**config.mk**
```make
export PLATFORM = sky130hd
export DESIGN_NAME = apu_frame_top
export DESIGN_NICKNAME = d
export VERILOG_FILES = /design/src/design/apu_pkg.sv /design/src/design/apu_channel.sv /design/src/design/apu_frame_top.sv /design/src/design/apu_framecounter.sv /design/src/design/apu_mixer.sv
export VERILOG_INCLUDE_DIRS = /design/src /design/src/design
export SDC_FILE = /design/constraint.sdc
export NUM_CORES = 1
export LEC_CHECK = 0
export CELL_PAD_IN_SITES_DETAIL_PLACEMENT = 1
export CELL_PAD_IN_SITES_GLOBAL_PLACEMENT = 2
export CORE_ASPECT_RATIO = 1.5
export CORE_MARGIN = 2
export CORE_UTILIZATION = 42
export CTS_CLUSTER_SIZE = 10
export DETAILED_ROUTE_END_ITERATION = 7
export DONT_BUFFER_PORTS = 1
export PLACE_DENSITY_LB_ADDON = 0.12
export SYNTH_ARGS = -nofsm -noshare
export SYNTH_HDL_FRONTEND = slang
export SYNTH_SLANG_ARGS = --single-unit
```
**constraint.sdc**
```tcl
create_clock -name clk -period 11.5 [get_ports clk]
set_input_delay 2.3 -clock clk [delete_from_list [all_inputs] [get_ports clk]]
set_output_delay 2.3 -clock clk [all_outputs]
set_load 0.01 [all_outputs]
```
**src/design/apu_defines.svh**
```systemverilog
`ifndef APU_DEFINES_SVH
`define APU_DEFINES_SVH

// channel units, one status bit each in bits 3..0
`define APU_NUM_CH 4

// envelope volume / period width
`define APU_VOL_W 4

// length counter width
`define APU_LEN_W 8

// mix level, four 4-bit volumes max out at 60
`define APU_MIX_W 6

`endif

```
**src/design/apu_pkg.sv**
```systemverilog
package apu_pkg;

    // register map, channel n at 4n (control) and 4n+3 (length load)
    typedef enum logic [4:0] {
        REG_CH0_CTRL = 5'h00,
        REG_CH0_LEN  = 5'h03,
        REG_CH1_CTRL = 5'h04,
        REG_CH1_LEN  = 5'h07,
        REG_CH2_CTRL = 5'h08,
        REG_CH2_LEN  = 5'h0B,
        REG_CH3_CTRL = 5'h0C,
        REG_CH3_LEN  = 5'h0F,
        // enables on write, active bits and irq on read
        REG_STATUS   = 5'h15,
        // mode in bit 7, irq mask in bit 6
        REG_FRAME    = 5'h17
    } apu_reg_e;

    // envelope unit states
    typedef enum logic [1:0] {
        // restart pending, taken on next quarter frame
        ENV_START,
        // divider running, decay level counting down
        ENV_DECAY,
        // decay stuck at zero, no loop
        ENV_HOLD
    } env_state_e;

endpackage

```
**src/design/apu_channel.sv**
```systemverilog
`timescale 1ns/1ps
`include "apu_defines.svh"

module apu_channel #(
    parameter int ch_index = 0
) (
    input  logic                  clk,
    input  logic                  rst,
    input  logic [4:0]            apu_addr,
    input  logic [7:0]            data_in,
    input  logic                  apu_wr,
    input  logic                  qtrframe,
    input  logic                  halfframe,
    output logic [`APU_VOL_W-1:0] vol,
    output logic                  active
);

    import apu_pkg::*;

    // this channel's register addresses
    localparam logic [4:0] ctrl_addr = 5'(REG_CH0_CTRL + 4 * ch_index);
    localparam logic [4:0] len_addr  = 5'(REG_CH0_LEN + 4 * ch_index);

    // classic length values, indexed by data bits 7..3
    localparam logic [`APU_LEN_W-1:0] len_table [32] = '{
        8'd10,  8'd254, 8'd20,  8'd2,   8'd40,  8'd4,   8'd80,  8'd6,
        8'd160, 8'd8,   8'd60,  8'd10,  8'd14,  8'd12,  8'd26,  8'd14,
        8'd12,  8'd16,  8'd24,  8'd18,  8'd48,  8'd20,  8'd96,  8'd22,
        8'd192, 8'd24,  8'd72,  8'd26,  8'd16,  8'd28,  8'd32,  8'd30
    };

    logic ctrl_wr;
    logic len_wr;
    logic status_wr;
    assign ctrl_wr   = (apu_addr == ctrl_addr) && apu_wr;
    assign len_wr    = (apu_addr == len_addr) && apu_wr;
    assign status_wr = (apu_addr == REG_STATUS) && apu_wr;

    // control register fields
    logic                  halt_loop;
    logic                  const_vol;
    logic [`APU_VOL_W-1:0] vol_period;

    logic                  enable;
    logic [`APU_LEN_W-1:0] len_cnt;

    env_state_e            env_state;
    logic [`APU_VOL_W-1:0] env_div;
    logic [`APU_VOL_W-1:0] decay;

    always_ff @(posedge clk) begin
        if (rst) begin
            halt_loop  <= 1'b0;
            const_vol  <= 1'b0;
            vol_period <= '0;
            enable     <= 1'b0;
            len_cnt    <= '0;
            env_state  <= ENV_HOLD;
            env_div    <= '0;
            decay      <= '0;
        end else begin
            if (ctrl_wr) begin
                halt_loop  <= data_in[5];
                const_vol  <= data_in[4];
                vol_period <= data_in[3:0];
            end

            // length counter, halt bit freezes it
            if (halfframe && len_cnt != '0 && !halt_loop) begin
                len_cnt <= len_cnt - 1'b1;
            end
            if (len_wr && enable) begin
                len_cnt <= len_table[data_in[7:3]];
            end

            // enable from status write, disable kills length at once
            if (status_wr) begin
                enable <= data_in[ch_index];
                if (!data_in[ch_index]) begin
                    len_cnt <= '0;
                end
            end

            // envelope clocked by quarter frames
            if (qtrframe) begin
                if (env_state == ENV_START) begin
                    decay     <= '1;
                    env_div   <= vol_period;
                    env_state <= ENV_DECAY;
                end else if (env_div == '0) begin
                    env_div <= vol_period;
                    if (decay != '0) begin
                        decay <= decay - 1'b1;
                    end else if (halt_loop) begin
                        // loop bit doubles as halt
                        decay     <= '1;
                        env_state <= ENV_DECAY;
                    end else begin
                        env_state <= ENV_HOLD;
                    end
                end else begin
                    env_div <= env_div - 1'b1;
                end
            end
            // length load restarts the envelope
            if (len_wr && enable) begin
                env_state <= ENV_START;
            end
        end
    end

    // silent once the length runs out
    assign active = (len_cnt != '0);
    assign vol    = !active ? '0 : (const_vol ? vol_period : decay);

endmodule

```
**src/design/apu_frame_top.sv**
```systemverilog
`timescale 1ns/1ps
`include "apu_defines.svh"

module apu_frame_top (
    input  logic                  clk,
    input  logic                  rst,
    input  logic [4:0]            apu_addr,
    input  logic [7:0]            data_in,
    input  logic                  apu_rd,
    input  logic                  apu_wr,
    output logic [7:0]            rd_data,
    output logic [`APU_MIX_W-1:0] mix,
    output logic                  irq
);

    // frame strobes to every channel
    logic qtrframe;
    logic halfframe;

    // flat channel outputs toward the mixer
    logic [`APU_NUM_CH*`APU_VOL_W-1:0] vols;
    logic [`APU_NUM_CH-1:0]           actives;

    // sequencer, apu_cycle toggle not needed past this point
    apu_framecounter framecounter_i (
        .clk       (clk),
        .rst       (rst),
        .apu_addr  (apu_addr),
        .data_in   (data_in),
        .apu_rd    (apu_rd),
        .apu_wr    (apu_wr),
        .apu_cycle (),
        .qtrframe  (qtrframe),
        .halfframe (halfframe),
        .irq       (irq)
    );

    // one unit per status bit
    for (genvar i = 0; i < `APU_NUM_CH; i++) begin : g_ch
        apu_channel #(
            .ch_index (i)
        ) channel_i (
            .clk       (clk),
            .rst       (rst),
            .apu_addr  (apu_addr),
            .data_in   (data_in),
            .apu_wr    (apu_wr),
            .qtrframe  (qtrframe),
            .halfframe (halfframe),
            .vol       (vols[i*`APU_VOL_W +: `APU_VOL_W]),
            .active    (actives[i])
        );
    end

    apu_mixer mixer_i (
        .clk      (clk),
        .rst      (rst),
        .apu_addr (apu_addr),
        .apu_rd   (apu_rd),
        .irq      (irq),
        .vols     (vols),
        .actives  (actives),
        .mix      (mix),
        .rd_data  (rd_data)
    );

endmodule

```
**src/design/apu_framecounter.sv**
```systemverilog
`timescale 1ns/1ps

module apu_framecounter (
    input  logic       clk,
    input  logic       rst,
    input  logic [4:0] apu_addr,
    input  logic [7:0] data_in,
    input  logic       apu_rd,
    input  logic       apu_wr,
    output logic       apu_cycle,
    output logic       qtrframe,
    output logic       halfframe,
    output logic       irq
);

    import apu_pkg::*;

    // frame register write and status read decodes
    logic frame_wr;
    logic status_rd;
    assign frame_wr  = (apu_addr == REG_FRAME) && apu_wr;
    assign status_rd = (apu_addr == REG_STATUS) && apu_rd;

    // 0 = 4-step with irq, 1 = 5-step
    logic mode;
    logic mask_irq;

    logic [15:0] frame_cnt;
    // frame write waits here for an apu cycle
    logic restart_pending;

    // wrap runs over three cycles so irq is set three times
    // flag at last count, then restart, then count 0
    logic wrap_flag;
    logic wrap_cycle;
    logic wrap_cycle_d;

    logic irq_set;
    logic restart_now;

    assign irq_set     = (wrap_flag || wrap_cycle || wrap_cycle_d) && !mode;
    assign restart_now = apu_cycle && restart_pending;

    always_ff @(posedge clk) begin
        if (rst) begin
            apu_cycle       <= 1'b0;
            restart_pending <= 1'b0;
            frame_cnt       <= '0;
            irq             <= 1'b0;
            mode            <= 1'b0;
            mask_irq        <= 1'b0;
            wrap_cycle      <= 1'b0;
            wrap_cycle_d    <= 1'b0;
        end else begin
            // cpu rate toggle
            apu_cycle    <= ~apu_cycle;
            wrap_cycle   <= wrap_flag;
            wrap_cycle_d <= wrap_cycle;

            if (frame_wr) begin
                mode            <= data_in[7];
                mask_irq        <= data_in[6];
                restart_pending <= 1'b1;
            end

            // restart on a pending write or on wrap
            if (restart_now || wrap_cycle) begin
                frame_cnt       <= '0;
                restart_pending <= 1'b0;
            end else begin
                frame_cnt <= frame_cnt + 16'd1;
            end

            // set wins over a same-cycle status read
            if (irq_set) begin
                irq <= 1'b1;
            end else if (status_rd) begin
                irq <= 1'b0;
            end
            // mask overrides everything
            if (mask_irq) begin
                irq <= 1'b0;
            end
        end
    end

    always_comb begin
        // strobes after wrap, and right away on a mode 1 restart
        qtrframe  = wrap_cycle || (mode && restart_now);
        halfframe = wrap_cycle || (mode && restart_now);
        wrap_flag = 1'b0;
        case (frame_cnt)
            16'd7456: qtrframe = 1'b1;
            16'd14913: begin
                qtrframe  = 1'b1;
                halfframe = 1'b1;
            end
            16'd22371: qtrframe = 1'b1;
            // 4-step wrap point
            16'd29828: wrap_flag = !mode;
            // 5-step wrap point, never reached in mode 0
            16'd37280: wrap_flag = 1'b1;
            default: ;
        endcase
    end

endmodule

```
**src/design/apu_mixer.sv**
```systemverilog
`timescale 1ns/1ps
`include "apu_defines.svh"

module apu_mixer (
    input  logic                             clk,
    input  logic                             rst,
    input  logic [4:0]                       apu_addr,
    input  logic                             apu_rd,
    input  logic                             irq,
    input  logic [`APU_NUM_CH*`APU_VOL_W-1:0] vols,
    input  logic [`APU_NUM_CH-1:0]           actives,
    output logic [`APU_MIX_W-1:0]            mix,
    output logic [7:0]                       rd_data
);

    import apu_pkg::*;

    logic                  status_rd;
    logic [`APU_MIX_W-1:0] vol_sum;

    assign status_rd = (apu_addr == REG_STATUS) && apu_rd;

    // linear sum of all channel volumes
    always_comb begin
        vol_sum = '0;
        for (int i = 0; i < `APU_NUM_CH; i++) begin
            vol_sum = vol_sum + `APU_MIX_W'(vols[i*`APU_VOL_W +: `APU_VOL_W]);
        end
    end

    // mix lags the volumes by one cycle
    always_ff @(posedge clk) begin
        if (rst) begin
            mix <= '0;
        end else begin
            mix <= vol_sum;
        end
    end

    // status byte, valid in the read cycle itself
    // irq in bit 6, length active bits at the bottom
    always_comb begin
        rd_data = 8'h00;
        if (status_rd) begin
            rd_data[6]              = irq;
            rd_data[`APU_NUM_CH-1:0] = actives;
        end
    end

endmodule

```
==> results of run 1 <==
-- layout make-up --
| type | instances | area [um^2] | share of cell area |
|---|---|---|---|
| Multi-Input combinational cell | 684 | 4313 | 0.5362 |
| Sequential cell | 129 | 2582 | 0.3210 |
| Clock buffer | 17 | 425.4 | 0.05289 |
| Tap cell | 213 | 266.5 | 0.03313 |
| Clock inverter | 15 | 231.5 | 0.02878 |
| Inverter | 50 | 187.7 | 0.02333 |
| Timing Repair Buffer | 5 | 37.54 | 0.004666 |
-- per-layer routing --
metal  global-route usage  wire length (um)  vias to the layer above
met5                    0                 0                        -
met4              0.09596               595                        0
met3              0.03686               722                       42
met2               0.4526             11490                      115
li1                     -                 -                     3145
met1               0.2766              9122                     3182
-- registers in the layout (all words and copies together), names as in the netlist --
name                            count
framecounter_i.restart_pending      1
framecounter_i.frame_cnt           16
mixer_i.mix                         6
framecounter_i.irq                  1
framecounter_i.apu_cycle            1
g_ch.channel_i.const_vol            4
g_ch.channel_i.env_state            8
g_ch.channel_i.env_div             16
g_ch.channel_i.vol_period          16
g_ch.channel_i.len_cnt             32
framecounter_i.wrap_cycle           1
g_ch.channel_i.halt_loop            4
framecounter_i.wrap_cycle_d         1
g_ch.channel_i.enable               4
g_ch.channel_i.decay               16
framecounter_i.mask_irq             1
framecounter_i.mode                 1
-- power by group through the flow --
stage | registers (mW) | logic, mW | clock network [mW]
final | 0.451 | 0.0292 | 0.604
after global routing | 0.451 | 0.0323 | 0.634
after CTS | 0.451 | 0.0292 | 0.613
after detailed placement | 0.461 | 0.0290 | 0
after global placement | 0.461 | 0.0278 | 0
after floorplan | 0.460 | 0.0272 | 0
-- Yosys cell counts (all sizes together), types with 12 or more instances --
master and n:
nor3 41, nor2 120, nand2 73, buf 13
xor2 21, inv 50, mux2i 33, clkbuf 32
nand3 33, a31oi 13, xnor2 22, a211oi 12
o21ai 50, nor4 15, ha 29, dfxtp 129
nand2b 16, a21oi 66
-- through the flow --
stage	instances	instance area (um^2)	hold WS, ns	util	total power [mW]
detailed placement	1081	7387	0.4307	0.4313	0.4903
CTS	1113	8044	0.4431	0.4697	1.094
global route	1113	8044	0.4512	0.4697	1.118
global placement	1081	7387	0.4206	0.4313	0.4888
floorplan	908	7283	0.3989	-	0.4875
finish	1113	8044	0.4426	0.4697	1.085
-- worst min path at each step --
stage | slack [ns] | to | cells after the start | from
floorplan | 0.40 | framecounter_i.irq | 1 | framecounter_i.mask_irq
global placement | 0.42 | framecounter_i.apu_cycle | 1 | framecounter_i.apu_cycle
detailed placement | 0.43 | framecounter_i.irq | 1 | framecounter_i.mask_irq
CTS | 0.44 | framecounter_i.irq | 1 | framecounter_i.mask_irq
global route | 0.45 | framecounter_i.irq | 1 | framecounter_i.mask_irq
finish | 0.44 | framecounter_i.irq | 1 | framecounter_i.mask_irq
-- kinds of logic after synthesis --
family          share of synthesized area
mux                               0.05469
compound gates                     0.1661
fa+ha+maj                         0.06638
simple gates                       0.2523
buf+inv                           0.05331
flops                              0.3549
xor+xnor                          0.05176
other cells                     0.0005154
==> results.sh, run 1 <==
export IMPL_cts_tree="done"
export IMPL_layout_commonest_cell="dfxtp_1"
export IMPL_grt_overflow_total=0
export IMPL_ir_worst_vdd_mv=0.08950
export IMPL_gp_congestion=0.8317
export IMPL_nets=939
export IMPL_comb_power_share=0.027
export IMPL_crit_family="simple AND/OR/NAND/NOR gates"
export IMPL_synthTopCellsByArea="dfxtp_1 35%, nor2_1 6.1%, ha_1 5.0%, a21oi_1 4.5%, mux2i_1 4.5%"
export IMPL_yosysSeqAreaShare=0.3549
export IMPL_area_growth_pct=10.56
export IMPL_rows=59
export IMPL_fmax_mhz=175.2
export IMPL_power_share_clock=0.557
export IMPL_synth_cells=906
export IMPL_outcome="completed"
export IMPL_syn_area_um2=7276
export IMPL_synth_edf_count=0
export IMPL_sw_frac_of_total=0.2200
export IMPL_worstPathArrival_ns=3.41
export IMPL_worstPathRequired_ns=9.20
export IMPL_slowest_delay_ns=0.74
export IMPL_cts_root_buffer="clkbuf_16"
export IMPL_cts_max_level=4
export IMPL_synth_seq_cells=129
export IMPL_viasPerCell=5.826
export IMPL_r2r_start="g_ch[0].channel_i.len_cnt[0]"
export IMPL_grt_pass1_vias=6696
export IMPL_yosys_area_top_type="dfxtp_1"
export IMPL_crit_chain="or4_1 > nor2_1"
export IMPL_tightest_slew_ns=0.9123
export IMPL_finalHoldViolCount=0
export IMPL_clockBufferDepth=2
export IMPL_fin_crit_ns=5.709
export IMPL_rsz0062_at_grt="no"
export IMPL_clock_sinks=129
export IMPL_p_switching_mw=0.2386
export IMPL_grt_pass1_wl_um=35200
export IMPL_antenna_found_initial=0
export IMPL_worst_setup_path_type="in2out"
export IMPL_synthFlopType="dfxtp_1"
export IMPL_cts_resized=0
export IMPL_power_leakage_nw=2.973
export IMPL_pre_cts_ws_ns=5.772
export IMPL_startpoint="apu_addr[1]"
export IMPL_die_y_um=165.2
export IMPL_clk_latency_ns=0.42
export IMPL_clkTransAtPathRegs_ns=0.06
export IMPL_fin_ws_ns=5.791
export IMPL_timing_rr_end="mixer_i.mix[5]"
export IMPL_mostFrequentLayoutCells="129 x dfxtp_1, 119 x nor2_1, 73 x nand2_1"
export IMPL_path_buf_inv=0
export IMPL_async_flop_share=0
export IMPL_setup_viol=0
export IMPL_fillerInstances=2097
export IMPL_yosysWarningCount=0
export IMPL_holdBufCountCts=0
export IMPL_diodes=0
export IMPL_wl_per_cell_um=19.70
export IMPL_crit_path_top_delay_cell="or4_1"
export IMPL_synth_top_area_frac=0.3549
export IMPL_pwr_share_seq=0.416
export IMPL_start_util=0.4248
export IMPL_coreArea_um2=17130
export IMPL_r2r_slack_ns=7.27
export IMPL_drc_errors=0
export IMPL_hpwl_um=16020
export IMPL_fin_crit_sh=0.4964
export IMPL_crit_path_end="rd_data[0]"
export IMPL_skew_ns=0.009169
export IMPL_synth_cell_types=67
export IMPL_hold_class="reg2reg"
export IMPL_slew_limit_headroom=0.3918
export IMPL_boundaryPins=32
export IMPL_end_kind="output port"
export IMPL_dr_pass1_iters=4
export IMPL_startpoint_type="input port"
export IMPL_finalWirelength_um=21930
export IMPL_num_vias=6484
export IMPL_cts_buffers=17
export IMPL_reg2reg_depth=16
export IMPL_postCtsSetupBuffers=0
export IMPL_cellPowerDensity_nw_per_um2=134.9
export IMPL_die_area_um2=18410
export IMPL_drive_gt1_frac=0.07000
export IMPL_port_buffers=0
export IMPL_tns_ns=0
export IMPL_intPower_mw=0.8462
export IMPL_drt_iter0_markers=251
export IMPL_ant_nets=0
export IMPL_cp_depth=2
export IMPL_syn_avg_cell_area_um2=8.031
export IMPL_grt_use_total=0.2422
export IMPL_grt_max_degree=84
export IMPL_slew_viol_final=0
export IMPL_maxCapViolCount=0
export IMPL_crit_fanout=6
export IMPL_die_w_um=111.5
Power figures use the tool's default switching activity.
==> run 2, diff against run 1 <==
--- a/config.mk
+++ b/config.mk
@@ -10,7 +10,7 @@
 export CELL_PAD_IN_SITES_GLOBAL_PLACEMENT = 2
 export CORE_ASPECT_RATIO = 1.5
 export CORE_MARGIN = 2
-export CORE_UTILIZATION = 42
+export CORE_UTILIZATION = 39
 export CTS_CLUSTER_SIZE = 10
 export DETAILED_ROUTE_END_ITERATION = 7
 export DONT_BUFFER_PORTS = 1
==> constraint.sdc (replaced) <==
create_clock -name clk -period 5.7 [get_ports clk]
set_input_delay 1.14 -clock clk [delete_from_list [all_inputs] [get_ports clk]]
set_output_delay 1.14 -clock clk [all_outputs]
set_load 0.01 [all_outputs]
==> results.sh, run 2 (synthesis results as in run 1) <==
export IMPL_cts_max_level=4
export IMPL_coreArea_um2=18390
export IMPL_power_share_clock=0.522
export IMPL_clk_latency_ns=0.43
export IMPL_grt_use_total=0.2348
export IMPL_hpwl_um=16520
export IMPL_die_w_um=115.5
export IMPL_slew_limit_headroom=0.2131
export IMPL_antenna_found_initial=0
export IMPL_fin_crit_sh=0.7281
export IMPL_outcome="completed"
export IMPL_hold_class="reg2reg"
export IMPL_maxCapViolCount=0
export IMPL_tns_ns=0
export IMPL_regMostFlops="g_ch.channel_i.len_cnt"
export IMPL_die_area_um2=19790
export IMPL_diodes=0
export IMPL_boundaryPins=32
export IMPL_ir_worst_vdd_mv=0.1892
export IMPL_crit_fanout=8
export IMPL_fin_crit_ns=4.150
export IMPL_grt_max_degree=84
export IMPL_cts_resized=0
export IMPL_grt_pass1_wl_um=36020
export IMPL_clkTransAtPathRegs_ns=0.06
export IMPL_final_area_um2=8008
export IMPL_ant_nets=0
export IMPL_wl_per_cell_um=19.06
export IMPL_drt_iter0_markers=300
export IMPL_num_vias=6432
export IMPL_port_buffers=0
export IMPL_fmax_mhz=241.0
export IMPL_drive_gt1_frac=0.07000
export IMPL_worst_setup_path_type="reg2reg"
export IMPL_power_leakage_nw=2.933
export IMPL_finalHoldViolCount=0
export IMPL_slew_viol_final=0
export IMPL_clock_sinks=129
export IMPL_nets=939
export IMPL_end_kind="flip-flop"
export IMPL_setup_viol=0
export IMPL_cts_tree="done"
export IMPL_start_util=0.3956
export IMPL_rows=61
export IMPL_pwr_share_seq=0.449
export IMPL_holdBufCountCts=0
export IMPL_cts_buffers=17
export IMPL_worstPathArrival_ns=4.51
export IMPL_largest_register_ffs=32
export IMPL_p_total_mw=2.028
export IMPL_dr_pass1_iters=4
export IMPL_die_y_um=171.3
export IMPL_sw_frac_of_total=0.2399
export IMPL_clockBufferDepth=2
export IMPL_comb_power_share=0.029
export IMPL_layout_commonest_cell="dfxtp_1"
export IMPL_rsz0062_at_grt="no"
export IMPL_grt_pass1_vias=6835
export IMPL_viasPerCell=5.583
export IMPL_cts_root_buffer="clkbuf_16"
export IMPL_p_switching_mw=0.4865
export IMPL_drc_errors=0
export IMPL_area_growth_pct=10.06
export IMPL_skew_ns=0.01186
export IMPL_mostFrequentLayoutCells="129 x dfxtp_1, 119 x nor2_1, 73 x nand2_1"
export IMPL_place_area_um2=7436
export IMPL_worstPathRequired_ns=6.06
export IMPL_startpoint_type="flip-flop"
export IMPL_grt_overflow_total=0
export IMPL_cellPowerDensity_nw_per_um2=253.3
export IMPL_finalWirelength_um=21960
export IMPL_postCtsSetupBuffers=0
export IMPL_gp_congestion=0.8402
export IMPL_tightest_slew_ns=1.171
export IMPL_intPower_mw=1.542
run 2: cell count changes in the layout (fill, tap and decap cells not counted), sizes merged:
| cell | previous run | this run |
|---|---|---|
| inv | 52 | 53 |
| clkinv | 6 | 7 |
| bufinv | 5 | 1 |
| clkbuf | 17 | 18 |
| clkinvlp | 2 | 3 |
run 2: worst paths after layout:
| path | cells past startpoint | slack [ns] | startpoint | to |
|---|---|---|---|---|
| worst max register to register | 16 | 1.55 | g_ch[0].channel_i.len_cnt[0] | mixer_i.mix[5] |
| worst max-delay path | 16 | 1.55 | g_ch[0].channel_i.len_cnt[0] | mixer_i.mix[5] |
| worst min-delay path | 1 | 0.43 | framecounter_i.mask_irq | framecounter_i.irq |
| worst min register to register | 1 | 0.43 | framecounter_i.mask_irq | framecounter_i.irq |
run 2: per-stage QoR:
stage / hold WS [ns] / worst slack, ns / utilization / cells
after global routing: 0.4465 / 1.308 / 0.4353 / 1152
final: 0.4262 / 1.550 / 0.4353 / 1152
after floorplan: 0.3989 / 1.947 / - / 908
after global placement: 0.4090 / 1.762 / 0.4043 / 1120
after detailed placement: 0.4225 / 1.557 / 0.4043 / 1120
after CTS: 0.4269 / 1.536 / 0.4353 / 1152
run 2: power by group through the flow:
stage | sequential [mW] | clock [mW] | combinational (mW)
global placement | 0.930 | 0 | 0.0571
global route | 0.911 | 1.12 | 0.0664
CTS | 0.911 | 1.08 | 0.0598
finish | 0.911 | 1.06 | 0.0597
floorplan | 0.929 | 0 | 0.0548
detailed placement | 0.931 | 0 | 0.0590
run 2: per-layer routing:
metal  track usage  up-vias  part of all wire
met5             0        -                 0
met1        0.2644     3201              0.41
met4       0.07648        0             0.021
met3       0.04933       28             0.031
met2        0.4335       66              0.53
li1              -     3137                 -
run 2: final cells by class:
class / count / area, um^2
fill: 2213 / 10390
multi-input combinational: 684 / 4313
sequential: 129 / 2582
clock buffer: 18 / 439.2
tap: 252 / 315.3
inverter: 50 / 187.7
clock inverter: 14 / 132.6
timing repair buffer: 5 / 37.54
run 2: critical path: stages (launching register included):
cell and delay [ns]:
dfxtp_1 0.34, inv_1 0.07, ha_1 0.20, or4b_2 0.67
nor4_4 0.40, nor2_1 0.11, ha_1 0.23, inv_1 0.07
fa_1 0.43, fa_1 0.48, inv_1 0.07, ha_1 0.16
inv_1 0.06, fa_1 0.37, nor2b_1 0.16, o21ai_0 0.10
a21oi_1 0.15
